**src/hdl/cpu_cfg.svh**
```systemverilog
`ifndef CPU_CFG_SVH
`define CPU_CFG_SVH

// Datapath and bus widths
`define CPU_DATA_W 8
`define CPU_ADDR_W 8

// Bus address driven when no access is made
`define CPU_BUS_IDLE_ADDR 'hFF

// ROM bytes holding the thread start address per interrupt line
`define CPU_VEC_A 'hFF
`define CPU_VEC_B 'hFE
`define CPU_IRQ_N 2

// Program counter steps, without and with operand byte
`define CPU_PC_STEP_ONE 1
`define CPU_PC_STEP_TWO 2

`endif

```
**src/hdl/cpuPkg.sv**
```systemverilog
`include "cpu_cfg.svh"

package cpuPkg;

    typedef logic [`CPU_DATA_W-1:0] dataT;
    typedef logic [`CPU_ADDR_W-1:0] addrT;
    typedef logic [`CPU_IRQ_N-1:0] irqT;

    // Low nibble of an instruction byte
    typedef enum logic [3:0] {
        OP_READ_A = 4'h0, OP_READ_B = 4'h1, OP_WRITE_A = 4'h2, OP_WRITE_B = 4'h3,
        OP_MATHS_A = 4'h4, OP_MATHS_B = 4'h5, OP_BRANCH = 4'h6, OP_GOTO = 4'h7,
        OP_IDLE = 4'h8
    } opcodeT;

    // High nibble, codes 7, 8 and C to F pass A through
    typedef enum logic [3:0] {
        ALU_ADD = 4'h0, ALU_SUB = 4'h1, ALU_AND = 4'h2, ALU_OR = 4'h3, ALU_XOR = 4'h4,
        ALU_INC_A = 4'h5, ALU_INC_B = 4'h6, ALU_EQ = 4'h9, ALU_GT = 4'hA, ALU_LT = 4'hB
    } aluOpT;

    typedef enum logic [4:0] {
        IDLE, THREAD_0, THREAD_1, THREAD_2,
        CHOOSE_OP,
        READ_A, READ_B, READ_0, READ_1, READ_2,
        WRITE_A, WRITE_B, WRITE_0,
        MATHS_A, MATHS_B, MATHS_0,
        BRANCH_0, BRANCH_1,
        GOTO_0, GOTO_1, GOTO_2
    } seqStateT;

endpackage

```
**src/hdl/seqCtrlIf.sv**
```systemverilog
`timescale 1ns/1ps

// Commands from the sequencer to the datapath, all single-cycle pulses or levels
interface seqCtrlIf;
    logic loadA;
    logic loadB;
    logic captureRead;
    // 1 selects register B for the next read or write
    logic regSel;
    logic addrStrobe;
    logic writeStrobe;
    // Branch condition back to the sequencer
    logic aluNonZero;

    modport seq (
        output loadA, loadB, captureRead, regSel, addrStrobe, writeStrobe,
        input aluNonZero
    );

    modport dp (
        input loadA, loadB, captureRead, regSel, addrStrobe, writeStrobe,
        output aluNonZero
    );
endinterface

```
**src/hdl/aluUnit.sv**
```systemverilog
`timescale 1ns/1ps

module aluUnit (
    input  cpuPkg::dataT   a,
    input  cpuPkg::dataT   b,
    input  cpuPkg::aluOpT  op,
    output cpuPkg::dataT   result
);

    always_comb begin
        case (op)
            // Arithmetic wraps at the data width
            cpuPkg::ALU_ADD:   result = a + b;
            cpuPkg::ALU_SUB:   result = a - b;
            cpuPkg::ALU_AND:   result = a & b;
            cpuPkg::ALU_OR:    result = a | b;
            cpuPkg::ALU_XOR:   result = a ^ b;
            cpuPkg::ALU_INC_A: result = a + cpuPkg::dataT'(1);
            cpuPkg::ALU_INC_B: result = b + cpuPkg::dataT'(1);
            // Compares give 1 or 0, for the branch test
            cpuPkg::ALU_EQ:    result = cpuPkg::dataT'(a == b);
            cpuPkg::ALU_GT:    result = cpuPkg::dataT'(a > b);
            cpuPkg::ALU_LT:    result = cpuPkg::dataT'(a < b);
            // Unused codes pass A through
            default:           result = a;
        endcase
    end

endmodule

```
**src/hdl/dataPath.sv**
```systemverilog
`timescale 1ns/1ps
`include "cpu_cfg.svh"

module dataPath (
    input  logic           CLK,
    input  logic           RESET,
    seqCtrlIf.dp           ctrl,
    input  cpuPkg::dataT   romData,
    input  cpuPkg::aluOpT  aluOp,
    input  cpuPkg::dataT   busDataIn,
    output cpuPkg::addrT   busAddr,
    output cpuPkg::dataT   busDataOut,
    output logic           busWe
);

    cpuPkg::dataT regA, regB;
    cpuPkg::dataT aluResult;
    // Register select, set for B and dropped once the access is done
    logic selB;

    aluUnit aluUnit_i (.a(regA), .b(regB), .op(aluOp), .result(aluResult));

    assign ctrl.aluNonZero = |aluResult;

    always_ff @(posedge CLK) begin
        if (RESET) begin
            busAddr <= cpuPkg::addrT'(`CPU_BUS_IDLE_ADDR);
            busWe   <= 1'b0;
            selB    <= 1'b0;
        end else begin
            // Address only held for the cycle of the access
            busAddr <= ctrl.addrStrobe ? cpuPkg::addrT'(romData)
                                       : cpuPkg::addrT'(`CPU_BUS_IDLE_ADDR);
            busWe   <= ctrl.writeStrobe;
            if (ctrl.regSel)
                selB <= 1'b1;
            else if (ctrl.captureRead || ctrl.writeStrobe)
                selB <= 1'b0;
        end
    end

    // Register file and write data
    always_ff @(posedge CLK) begin
        if (ctrl.loadA)
            regA <= aluResult;
        else if (ctrl.captureRead && !selB)
            regA <= busDataIn;
        if (ctrl.loadB)
            regB <= aluResult;
        else if (ctrl.captureRead && selB)
            regB <= busDataIn;
        if (ctrl.writeStrobe)
            busDataOut <= selB ? regB : regA;
    end

endmodule

```
**src/hdl/microProcessor.sv**
```systemverilog
`timescale 1ns/1ps

module microProcessor (
    input  logic          CLK,
    input  logic          RESET,
    // Program ROM, synchronous read
    output cpuPkg::addrT  romAddr,
    input  cpuPkg::dataT  romData,
    // Data bus
    output cpuPkg::addrT  busAddr,
    input  cpuPkg::dataT  busDataIn,
    output cpuPkg::dataT  busDataOut,
    output logic          busWe,
    // Interrupt lines
    input  cpuPkg::irqT   irqRaise,
    output cpuPkg::irqT   irqAck
);

    // Program counter controls
    logic pcLoad;
    logic pcLoadVec;
    logic vecSel;
    logic pcStep;
    logic stepTwo;
    logic offsetOne;

    // ALU operation sits in the high nibble of the current ROM byte
    cpuPkg::aluOpT aluOp;
    assign aluOp = cpuPkg::aluOpT'(romData[7:4]);

    seqCtrlIf ctrlIf ();

    opSequencer opSequencer_i (
        .CLK(CLK), .RESET(RESET),
        .romData(romData), .irqRaise(irqRaise), .irqAck(irqAck),
        .pcLoad(pcLoad), .pcLoadVec(pcLoadVec), .pcStep(pcStep),
        .stepTwo(stepTwo), .offsetOne(offsetOne), .vecSel(vecSel),
        .ctrl(ctrlIf.seq)
    );

    programCounter programCounter_i (
        .CLK(CLK), .RESET(RESET),
        .pcLoad(pcLoad), .pcLoadVec(pcLoadVec), .vecSel(vecSel),
        .pcStep(pcStep), .stepTwo(stepTwo), .offsetOne(offsetOne),
        .romData(romData), .romAddr(romAddr)
    );

    dataPath dataPath_i (
        .CLK(CLK), .RESET(RESET),
        .ctrl(ctrlIf.dp), .romData(romData), .aluOp(aluOp),
        .busDataIn(busDataIn), .busAddr(busAddr), .busDataOut(busDataOut), .busWe(busWe)
    );

endmodule

```
**src/hdl/opSequencer.sv**
```systemverilog
`timescale 1ns/1ps

module opSequencer (
    input  logic          CLK,
    input  logic          RESET,
    input  cpuPkg::dataT  romData,
    input  cpuPkg::irqT   irqRaise,
    output cpuPkg::irqT   irqAck,
    output logic          pcLoad,
    output logic          pcLoadVec,
    output logic          pcStep,
    output logic          stepTwo,
    output logic          offsetOne,
    output logic          vecSel,
    seqCtrlIf.seq         ctrl
);

    cpuPkg::seqStateT state, nextState;
    cpuPkg::irqT nextAck;
    cpuPkg::opcodeT opcode;

    // Valid as an opcode only in CHOOSE_OP
    assign opcode = cpuPkg::opcodeT'(romData[3:0]);

    always_ff @(posedge CLK) begin
        if (RESET) begin
            state  <= cpuPkg::IDLE;
            irqAck <= '0;
        end else begin
            state  <= nextState;
            irqAck <= nextAck;
        end
    end

    always_comb begin
        // Everything idles unless a state asks for it
        nextState = state;
        nextAck = '0;
        pcLoad = 1'b0;
        pcLoadVec = 1'b0;
        vecSel = 1'b0;
        pcStep = 1'b0;
        stepTwo = 1'b0;
        offsetOne = 1'b0;
        ctrl.loadA = 1'b0;
        ctrl.loadB = 1'b0;
        ctrl.captureRead = 1'b0;
        ctrl.regSel = 1'b0;
        ctrl.addrStrobe = 1'b0;
        ctrl.writeStrobe = 1'b0;

        case (state)
            //////////////////////////////
            // Thread start
            cpuPkg::IDLE: begin
                // Line 0 has priority
                if (irqRaise[0] || irqRaise[1]) begin
                    nextState = cpuPkg::THREAD_0;
                    pcLoadVec = 1'b1;
                    vecSel = !irqRaise[0];
                    nextAck = irqRaise[0] ? 2'b01 : 2'b10;
                end
            end
            // Vector byte on its way from ROM
            cpuPkg::THREAD_0: nextState = cpuPkg::THREAD_1;
            cpuPkg::THREAD_1: begin
                pcLoad = 1'b1;
                nextState = cpuPkg::THREAD_2;
            end
            // First opcode fetch in flight
            cpuPkg::THREAD_2: nextState = cpuPkg::CHOOSE_OP;

            //////////////////////////////
            // Decode, and point the ROM at the operand byte
            cpuPkg::CHOOSE_OP: begin
                offsetOne = 1'b1;
                case (opcode)
                    cpuPkg::OP_READ_A:  nextState = cpuPkg::READ_A;
                    cpuPkg::OP_READ_B:  nextState = cpuPkg::READ_B;
                    cpuPkg::OP_WRITE_A: nextState = cpuPkg::WRITE_A;
                    cpuPkg::OP_WRITE_B: nextState = cpuPkg::WRITE_B;
                    cpuPkg::OP_MATHS_A: nextState = cpuPkg::MATHS_A;
                    cpuPkg::OP_MATHS_B: nextState = cpuPkg::MATHS_B;
                    cpuPkg::OP_BRANCH:  nextState = cpuPkg::BRANCH_0;
                    cpuPkg::OP_GOTO:    nextState = cpuPkg::GOTO_0;
                    // Return and unknown codes end the thread
                    default:            nextState = cpuPkg::IDLE;
                endcase
            end

            //////////////////////////////
            // Memory access
            cpuPkg::READ_A, cpuPkg::READ_B: begin
                ctrl.regSel = (state == cpuPkg::READ_B);
                nextState = cpuPkg::READ_0;
            end
            // Operand byte is the read address
            cpuPkg::READ_0: begin
                ctrl.addrStrobe = 1'b1;
                nextState = cpuPkg::READ_1;
            end
            // RAM answers next cycle, next opcode fetched meanwhile
            cpuPkg::READ_1: begin
                pcStep = 1'b1;
                stepTwo = 1'b1;
                nextState = cpuPkg::READ_2;
            end
            cpuPkg::READ_2: begin
                ctrl.captureRead = 1'b1;
                nextState = cpuPkg::CHOOSE_OP;
            end
            cpuPkg::WRITE_A, cpuPkg::WRITE_B: begin
                ctrl.regSel = (state == cpuPkg::WRITE_B);
                pcStep = 1'b1;
                stepTwo = 1'b1;
                nextState = cpuPkg::WRITE_0;
            end
            cpuPkg::WRITE_0: begin
                ctrl.addrStrobe = 1'b1;
                ctrl.writeStrobe = 1'b1;
                nextState = cpuPkg::CHOOSE_OP;
            end

            //////////////////////////////
            // ALU and flow control
            cpuPkg::MATHS_A, cpuPkg::MATHS_B: begin
                ctrl.loadA = (state == cpuPkg::MATHS_A);
                ctrl.loadB = (state == cpuPkg::MATHS_B);
                pcStep = 1'b1;
                nextState = cpuPkg::MATHS_0;
            end
            cpuPkg::MATHS_0: nextState = cpuPkg::CHOOSE_OP;
            // Taken branch steps onto the operand and reuses the goto states
            cpuPkg::BRANCH_0: begin
                pcStep = 1'b1;
                stepTwo = !ctrl.aluNonZero;
                nextState = ctrl.aluNonZero ? cpuPkg::GOTO_0 : cpuPkg::BRANCH_1;
            end
            cpuPkg::BRANCH_1: nextState = cpuPkg::CHOOSE_OP;
            cpuPkg::GOTO_0: nextState = cpuPkg::GOTO_1;
            cpuPkg::GOTO_1: begin
                pcLoad = 1'b1;
                nextState = cpuPkg::GOTO_2;
            end
            cpuPkg::GOTO_2: nextState = cpuPkg::CHOOSE_OP;
            default: nextState = cpuPkg::IDLE;
        endcase
    end

endmodule

```
**src/hdl/programCounter.sv**
```systemverilog
`timescale 1ns/1ps
`include "cpu_cfg.svh"

module programCounter (
    input  logic          CLK,
    input  logic          RESET,
    input  logic          pcLoad,
    input  logic          pcLoadVec,
    input  logic          vecSel,
    input  logic          pcStep,
    input  logic          stepTwo,
    input  logic          offsetOne,
    input  cpuPkg::dataT  romData,
    output cpuPkg::addrT  romAddr
);

    cpuPkg::addrT pc;
    // Set for one cycle to fetch the operand byte
    logic offset;

    assign romAddr = pc + cpuPkg::addrT'(offset);

    always_ff @(posedge CLK) begin
        if (RESET) begin
            pc     <= '0;
            offset <= 1'b0;
        end else begin
            offset <= offsetOne;
            if (pcLoadVec)
                pc <= vecSel ? cpuPkg::addrT'(`CPU_VEC_B) : cpuPkg::addrT'(`CPU_VEC_A);
            else if (pcLoad)
                pc <= cpuPkg::addrT'(romData);
            else if (pcStep)
                pc <= pc + (stepTwo ? cpuPkg::addrT'(`CPU_PC_STEP_TWO)
                                    : cpuPkg::addrT'(`CPU_PC_STEP_ONE));
        end
    end

endmodule

```
**config.mk**
```make
export PLATFORM = sky130hd
export DESIGN_NAME = microProcessor
export DESIGN_NICKNAME = d
export VERILOG_FILES = /design/src/hdl/cpuPkg.sv /design/src/hdl/seqCtrlIf.sv /design/src/hdl/aluUnit.sv /design/src/hdl/dataPath.sv /design/src/hdl/microProcessor.sv /design/src/hdl/opSequencer.sv /design/src/hdl/programCounter.sv
export VERILOG_INCLUDE_DIRS = /design/src /design/src/hdl
export SDC_FILE = /design/constraint.sdc
export NUM_CORES = 1
export LEC_CHECK = 0
export BUFFER_PORTS_ARGS = -buffer_cell sky130_fd_sc_hd__buf_2
export CELL_PAD_IN_SITES_DETAIL_PLACEMENT = 1
export CELL_PAD_IN_SITES_GLOBAL_PLACEMENT = 2
export CORE_MARGIN = 2
export CORE_UTILIZATION = 32
export DETAILED_ROUTE_END_ITERATION = 6
export HOLD_SLACK_MARGIN = 0.02
export PLACE_DENSITY = 0.78
export SYNTH_ARGS = -nofsm -noshare
export SYNTH_HDL_FRONTEND = slang
export SYNTH_HIERARCHICAL = 1
export SYNTH_SLANG_ARGS = --single-unit
```
**constraint.sdc**
```tcl
create_clock -name CLK -period 4.9 [get_ports CLK]
set_input_delay 0.49 -clock CLK [delete_from_list [all_inputs] [get_ports CLK]]
set_output_delay 0.49 -clock CLK [all_outputs]
set_load 0.005 [all_outputs]
```
==> results of run 1 <==
## synth_stat cells (3+ instances only)
master,n,area share [%]
ha_1,33,9.5
a31oi_1,6,0.87
a211oi_1,7,1.2
o21bai_1,7,1.2
inv_1,31,2.7
nor3b_1,3,0.52
a21oi_1,23,2.7
clkbuf_1,9,0.78
buf_2,14,1.6
dfxtp_1,26,12
a32oi_1,3,0.61
nor3_1,11,1.3
nor2_1,44,3.8
o211ai_1,4,0.69
xnor2_1,22,4.4
nand2b_1,16,2.3
mux2i_1,5,1.2
and3b_1,3,0.61
o21ai_0,32,3.7
nand3_1,10,1.2
nand2_1,42,3.6
a221oi_1,4,0.81
xor2_1,7,1.4
nor2b_1,10,1.4
nand3b_1,5,0.87
nor4_1,4,0.58
edfxtp_1,24,17
and3_1,3,0.43
fa_1,3,1.4
mux2_2,25,6.5
a21o_1,8,1.4
## registers in the layout, indices dropped and copies added, names as in the netlist
| signal | count |
|---|---|
| dataPath_i/regA | 8 |
| dataPath_i/busDataOut | 8 |
| dataPath_i/regB | 8 |
| opSequencer_i/irqAck | 2 |
| programCounter_i/offset | 1 |
| dataPath_i/busWe | 1 |
| opSequencer_i/state | 5 |
| programCounter_i/pc | 8 |
| dataPath_i/selB | 1 |
| dataPath_i/busAddr | 8 |
## power by group through the flow
stage	clock network, W	registers (W)	logic (W)
2_1_floorplan	0	0.000476	0.000158
3_3_place_gp	0	0.000492	0.000213
3_5_place_dp	0	0.000493	0.000218
4_1_cts	0.000436	0.000485	0.000221
5_1_grt	0.000449	0.000488	0.000244
6_report	0.000424	0.000484	0.000221
## worst max-delay path: cells and delay by family, from the launching register on
kind	cells	cell delay, ns
and+or+nand+nor	7	0.94
AOI/OAI and AO/OA	6	1.42
adders and majority gates	4	1.18
xor gates and xnor gates	1	0.16
DFF	1	0.45
buffers and inverters	3	0.31
## kinds of logic (layout without fill, tap and decap cells)
logic type / after synthesis / count (layout)
AOI/OAI and AO/OA: 120 / 120
xor gates and xnor gates: 29 / 29
adders and majority gates: 36 / 36
buffers and inverters: 60 / 110
DFF: 50 / 50
muxes: 30 / 30
and+or+nand+nor: 176 / 176
## cell type report
cell class                 count  area [µm²]  share of cell area (%)
clock inverter                 2        38.8                   0.770
sequential                    50        1240                    24.6
tap                          176         220                    4.37
timing repair buffer          70         410                    8.15
inverter                      32         123                    2.43
clock buffer                   6         139                    2.76
multi-input combinational    391        2870                    56.9
## path summary, 6_finish.rpt
check	slack (ns)	from	endpoint
worst min register to register	0.56	programCounter_i/pc[0]	programCounter_i/pc[0]
worst max-delay path	0.36	dataPath_i/regA[0]	programCounter_i/pc[4]
worst max register to register	0.36	dataPath_i/regA[0]	programCounter_i/pc[4]
worst min-delay path	0.42	romData[0]	dataPath_i/busAddr[0]
## timing repair
| item | in CTS | in global routing |
|---|---|---|
| pin swaps | 0 | 2 |
| buffers inserted | 0 | 3 |
| setup endpoints to repair | 1 | 8 |
| gates resized for setup | 1 | 6 |
## metrics by stage
stage / TNS [ns] / area [µm²] / setup WS [ns] / hold WS, ns
floorplan: 0 / 4330 / 0.599 / 0.495
global placement: 0 / 4800 / 0.0508 / 0.539
detailed placement: -0.0542 / 4800 / -0.0542 / 0.546
CTS: 0 / 4980 / 0.0533 / 0.420
global route: -0.0200 / 5040 / -0.0200 / 0.449
finish: 0 / 5040 / 0.364 / 0.419
## cell usage in the layout (no fill, tap or decap), drive strengths merged, types with 6 or more instances in the layout
cell	instances
a211oi	8
a21o	10
a21oi	23
a31oi	6
buf	70
clkbuf	6
dfxtp	26
edfxtp	24
ha	33
inv	33
mux2	25
nand2	42
nand2b	16
nand3	10
nand3b	6
nor2	45
nor2b	11
nor3	11
o21ai	34
o21bai	7
xnor2	22
xor2	7
## routing by layer
layer  track usage, %  wire [µm]  share of wire [%]  up-vias
li1                 -          -                  -     1880
met1             24.2       6110                 43     1923
met2             35.4       7070                 50       95
met3             3.54        653                4.6       29
met4             8.43        444                3.1        0
met5                0          0                  0        -
==> results.sh, run 1 <==
export IMPL_core_area_um2=13200
export IMPL_yosysSeqAreaShare_pct=28.7
export IMPL_p_int_w=0.000805
export IMPL_n_fill_cell=1624
export IMPL_yosys_warnings=6
export IMPL_setup_viol=0
export IMPL_routedWlPerCell_um=19.6
export IMPL_power_w=0.00113
export IMPL_rr_worst_depth=21
export IMPL_slew_violations=0
export IMPL_std_cell_rows=42
export IMPL_synth_compound_area_share_pct=18.9
export IMPL_grt_pass1_vias=4189
export IMPL_antenna_found_initial=0
export IMPL_cts_buffer_depth=2
export IMPL_tritoncts="done"
export IMPL_cp_required_ns=5.11
export IMPL_numCtsBuffers=5
export IMPL_fmax_mhz=220
export IMPL_die_w_um=120
export IMPL_synth_top_family_by_area="simple AND/OR/NAND/NOR gates"
export IMPL_vias=3927
export IMPL_syn_num_nets=557
export IMPL_clock_skew_ns=0.0125
export IMPL_avgSynthCellArea_um2=8.65
export IMPL_postRouteAntennaNets=0
export IMPL_synth_xor_area_share_pct=5.86
export IMPL_drc_errors=0
export IMPL_async_reset_ff_share_pct=0
export IMPL_hold_viol_final=0
export IMPL_start_util_pct=32.7
export IMPL_cts_hold_buf=0
export IMPL_routed_wl_um=14300
export IMPL_path_clk_slew_ns=0.07
export IMPL_worst_pin_slew_ns=0.921
export IMPL_critPathSlowestCell="edfxtp_1"
export IMPL_drt_pass1_iter_count=4
export IMPL_track_usage_pct=20.1
export IMPL_start_kind="flop"
export IMPL_grt_pass1_wl_um=22700
export IMPL_nets=606
export IMPL_yosys_area_share_simple_pct=21.9
export IMPL_max_cap_viol_count=0
export IMPL_cp_common_cell="inv_1"
export IMPL_drt_iter0_markers=208
export IMPL_syn_cell_area_um2=4330
export IMPL_vdd_drop_max_v=0.000197
export IMPL_final_util_pct=38.0
export IMPL_leakage_nw=2.04
export IMPL_post_place_cells=716
export IMPL_combPwrFrac_pct=19.5
export IMPL_dieArea_um2=14500
export IMPL_drive_above_1_share_pct=23.0
export IMPL_ys_types=76
export IMPL_die_height_um=120
export IMPL_synth_fa_ha_area_share_pct=10.9
export IMPL_port_buffers=46
export IMPL_critPathCaptureType="flop"
export IMPL_outcome="complete, no violations"
export IMPL_whs_path_depth=2
export IMPL_hp_class="input port to flop"
export IMPL_diodes=0
export IMPL_cts_max_level=2
export IMPL_arrival_ns=4.75
export IMPL_io_pins=47
export IMPL_vias_per_cell=5.40
export IMPL_clk_latency_ns=0.31
export IMPL_area_growth_syn_to_layout_pct=16.3
export IMPL_path_cells="inv_1 > ha_1 > fa_1 > o21ba_2 > o21bai_1 > and3b_1 > o211ai_1 > a41oi_1 > nor4_2 > nand2_1 > nor2_1 > a32oi_1 > nor2_1 > inv_1 > ha_1 > inv_1 > fa_1 > and2b_1 > nand3_1 > xor2_1 > a211oi_1"
export IMPL_power_share_clock_pct=37.5
export IMPL_syn_instance_count=501
export IMPL_final_cells=727
export IMPL_crit_type="flop to flop"
export IMPL_synth_ff_type="dfxtp_1"
export IMPL_clock_sinks=50
export IMPL_synth_edf_count=24
export IMPL_grt_max_degree=30
export IMPL_synth_mux_area_share_pct=7.65
export IMPL_powerDensity_nw_per_um2=224
export IMPL_power_switching_share_pct=28.7
export IMPL_dp_hpwl_um=10700
export IMPL_crit_fanout=4
export IMPL_ys_ff_latch=50
export IMPL_maxSlewHeadroom_pct=38.4
export IMPL_post_route_min_period_ns=4.54
export IMPL_finalCritPeriodShare_pct=92.6
export IMPL_max_stage_delay_ns=0.45
export IMPL_p_switching_w=0.000324
export IMPL_place_gp_congestion=0.956
export IMPL_p_seq_share_pct=42.9
export IMPL_gr_total_overflow=0
export IMPL_cts_root_buf="clkbuf_16"
Note: power is estimated with default switching activity, not from simulation.
==> run 2: changes to the inputs <==
--- a/config.mk
+++ b/config.mk
@@ -6,14 +6,14 @@
 export SDC_FILE = /design/constraint.sdc
 export NUM_CORES = 1
 export LEC_CHECK = 0
-export BUFFER_PORTS_ARGS = -buffer_cell sky130_fd_sc_hd__buf_2
 export CELL_PAD_IN_SITES_DETAIL_PLACEMENT = 1
 export CELL_PAD_IN_SITES_GLOBAL_PLACEMENT = 2
 export CORE_MARGIN = 2
 export CORE_UTILIZATION = 32
 export DETAILED_ROUTE_END_ITERATION = 6
+export DONT_BUFFER_PORTS = 1
 export HOLD_SLACK_MARGIN = 0.02
-export PLACE_DENSITY = 0.78
+export PLACE_DENSITY = 0.73
 export SYNTH_ARGS = -nofsm -noshare
 export SYNTH_HDL_FRONTEND = slang
 export SYNTH_HIERARCHICAL = 1
==> results.sh, run 2 (synthesized netlist as in run 1, its figures left out) <==
export IMPL_dieArea_um2=14500
export IMPL_max_cap_viol_count=0
export IMPL_arrival_ns=4.81
export IMPL_power_switching_share_pct=27.3
export IMPL_diodes=0
export IMPL_post_dp_cell_area_um2=4550
export IMPL_grt_use_met1_pct=23.4
export IMPL_busiest_layer="met2"
export IMPL_powerDensity_nw_per_um2=224
export IMPL_track_usage_pct=19.5
export IMPL_timing_critical_path_buf_inv=3
export IMPL_grt_pass1_wl_um=21700
export IMPL_p_switching_w=0.000292
export IMPL_numCtsBuffers=5
export IMPL_cp_required_ns=5.11
export IMPL_post_route_min_period_ns=4.60
export IMPL_leakage_nw=1.85
export IMPL_clock_sinks=50
export IMPL_vias=3693
export IMPL_crit_family="compound AO/OA/AOI/OAI gates"
export IMPL_place_gp_congestion=0.884
export IMPL_cts_root_buf="clkbuf_16"
export IMPL_postRouteAntennaNets=0
export IMPL_finalCritPeriodShare_pct=93.9
export IMPL_vdd_drop_max_v=0.000179
export IMPL_fin_area_um2=4760
export IMPL_fmax_mhz=217
export IMPL_tritoncts="done"
export IMPL_nets=557
export IMPL_combPwrFrac_pct=16.7
export IMPL_cts_buffer_depth=2
export IMPL_path_clk_slew_ns=0.07
export IMPL_multiInputGateArea_um2=2850
export IMPL_vias_per_cell=5.45
export IMPL_routedWlPerCell_um=20.4
export IMPL_p_int_w=0.000775
export IMPL_setup_viol=0
export IMPL_ff_latch_area_um2=1240
export IMPL_critPathCaptureType="flop"
export IMPL_maxSlewHeadroom_pct=40.7
export IMPL_rrSetupSlack_ns=0.30
export IMPL_core_area_um2=13200
export IMPL_fin_hold_ws_ns=0.245
export IMPL_grt_max_degree=31
export IMPL_grt_pass1_vias=3918
export IMPL_r2r_end="programCounter_i/pc[4]"
export IMPL_die_w_um=120
export IMPL_drive_above_1_share_pct=15.3
export IMPL_hold_viol_final=0
export IMPL_reg2reg_from="dataPath_i/regA[2]"
export IMPL_routed_wl_um=13900
export IMPL_crit_type="flop to flop"
export IMPL_gr_total_overflow=0
export IMPL_use_met2_pct=34.6
export IMPL_std_cell_rows=42
export IMPL_port_buffers=0
export IMPL_start_kind="flop"
export IMPL_crit_cells=21
export IMPL_rr_worst_depth=21
export IMPL_power_w=0.00107
export IMPL_final_common_cell="nor2_1"
export IMPL_io_pins=47
export IMPL_cts_hold_buf=0
export IMPL_cp_common_cell="inv_1"
export IMPL_startpoint="dataPath_i/regA[2]"
export IMPL_p_seq_share_pct=45.4
export IMPL_cts_max_level=2
export IMPL_final_util_pct=36.0
export IMPL_crit_end="programCounter_i/pc[4]"
export IMPL_power_share_clock_pct=37.9
export IMPL_outcome="complete, no violations"
export IMPL_path_cells="inv_1 > ha_1 > or4_1 > o21a_1 > a21oi_1 > o22ai_1 > o2bb2ai_1 > o211ai_1 > nor4_1 > nand2_1 > nor2_1 > a32oi_1 > nor2_1 > inv_1 > ha_1 > inv_1 > fa_1 > and2b_1 > nand3_1 > xor2_1 > a211oi_1"
export IMPL_grt_use_met3_pct=3.68
export IMPL_layout_common_cells="nor2_1, nand2_1, ha_1"
export IMPL_hp_class="input port to flop"
export IMPL_n_fill_cell=1592
export IMPL_worst_pin_slew_ns=0.886
export IMPL_antenna_found_initial=0
export IMPL_clock_skew_ns=0.0127
export IMPL_critPathSlowestCell="or4_1"
export IMPL_drc_errors=0
export IMPL_dp_hpwl_um=10700
export IMPL_max_stage_delay_ns=0.56
export IMPL_drt_iter0_markers=157
export IMPL_die_height_um=120
export IMPL_slew_violations=0
export IMPL_start_util_pct=32.7
export IMPL_clk_latency_ns=0.30
export IMPL_area_growth_syn_to_layout_pct=9.94
export IMPL_crit_fanout=8
export IMPL_drt_pass1_iter_count=4
[run 2: layout make-up]
class / count / area share, %
clock buffer: 6 / 2.71
clock inverter: 2 / 0.815
inverter: 32 / 2.57
multi-input combinational: 391 / 59.9
sequential: 50 / 26.1
tap: 176 / 4.62
timing repair buffer: 21 / 3.31
[run 2: power groups by stage]
stage / combinational, W / sequential, W / clock [W]
final: 0.000178 / 0.000484 / 0.000405
after global routing: 0.000199 / 0.000488 / 0.000429
after CTS: 0.000178 / 0.000485 / 0.000418
after detailed placement: 0.000177 / 0.000493 / 0
after global placement: 0.000174 / 0.000492 / 0
after floorplan: 0.000158 / 0.000476 / 0
[run 2: worst min-delay path by stage]
| stage | startpoint | to | cells after the start |
|---|---|---|---|
| after floorplan | programCounter_i/pc[0] | programCounter_i/pc[0] | 2 |
| after global placement | programCounter_i/pc[0] | programCounter_i/pc[0] | 2 |
| after global routing | RESET | dataPath_i/busWe | 1 |
| final | RESET | dataPath_i/busWe | 1 |
| after CTS | RESET | dataPath_i/busWe | 1 |
| after detailed placement | programCounter_i/pc[0] | programCounter_i/pc[0] | 2 |
[run 2: timing repair]
item | CTS | global route
setup buffers | 0 | 2
pin swaps | 0 | 0
endpoints found under the setup margin | 1 | 4
gates resized for setup | 1 | 6
[run 2: per-layer routing]
metal  routed length, µm  part of all wire (%)  vias up
li1                    -                     -     1780
met1                6010                    43     1814
met2                7010                    51       75
met3                 461                   3.3       24
met4                 380                   2.7        0
met5                   0                     0        -
[run 2: through the flow]
stage	std cells	setup TNS, ns	setup slack [ns]
2_1_floorplan	501	0	0.599
3_3_place_gp	668	0	0.160
3_5_place_dp	668	0	0.0285
4_1_cts	676	0	0.0511
5_1_grt	678	-0.00478	-0.00478
6_report	678	0	0.298
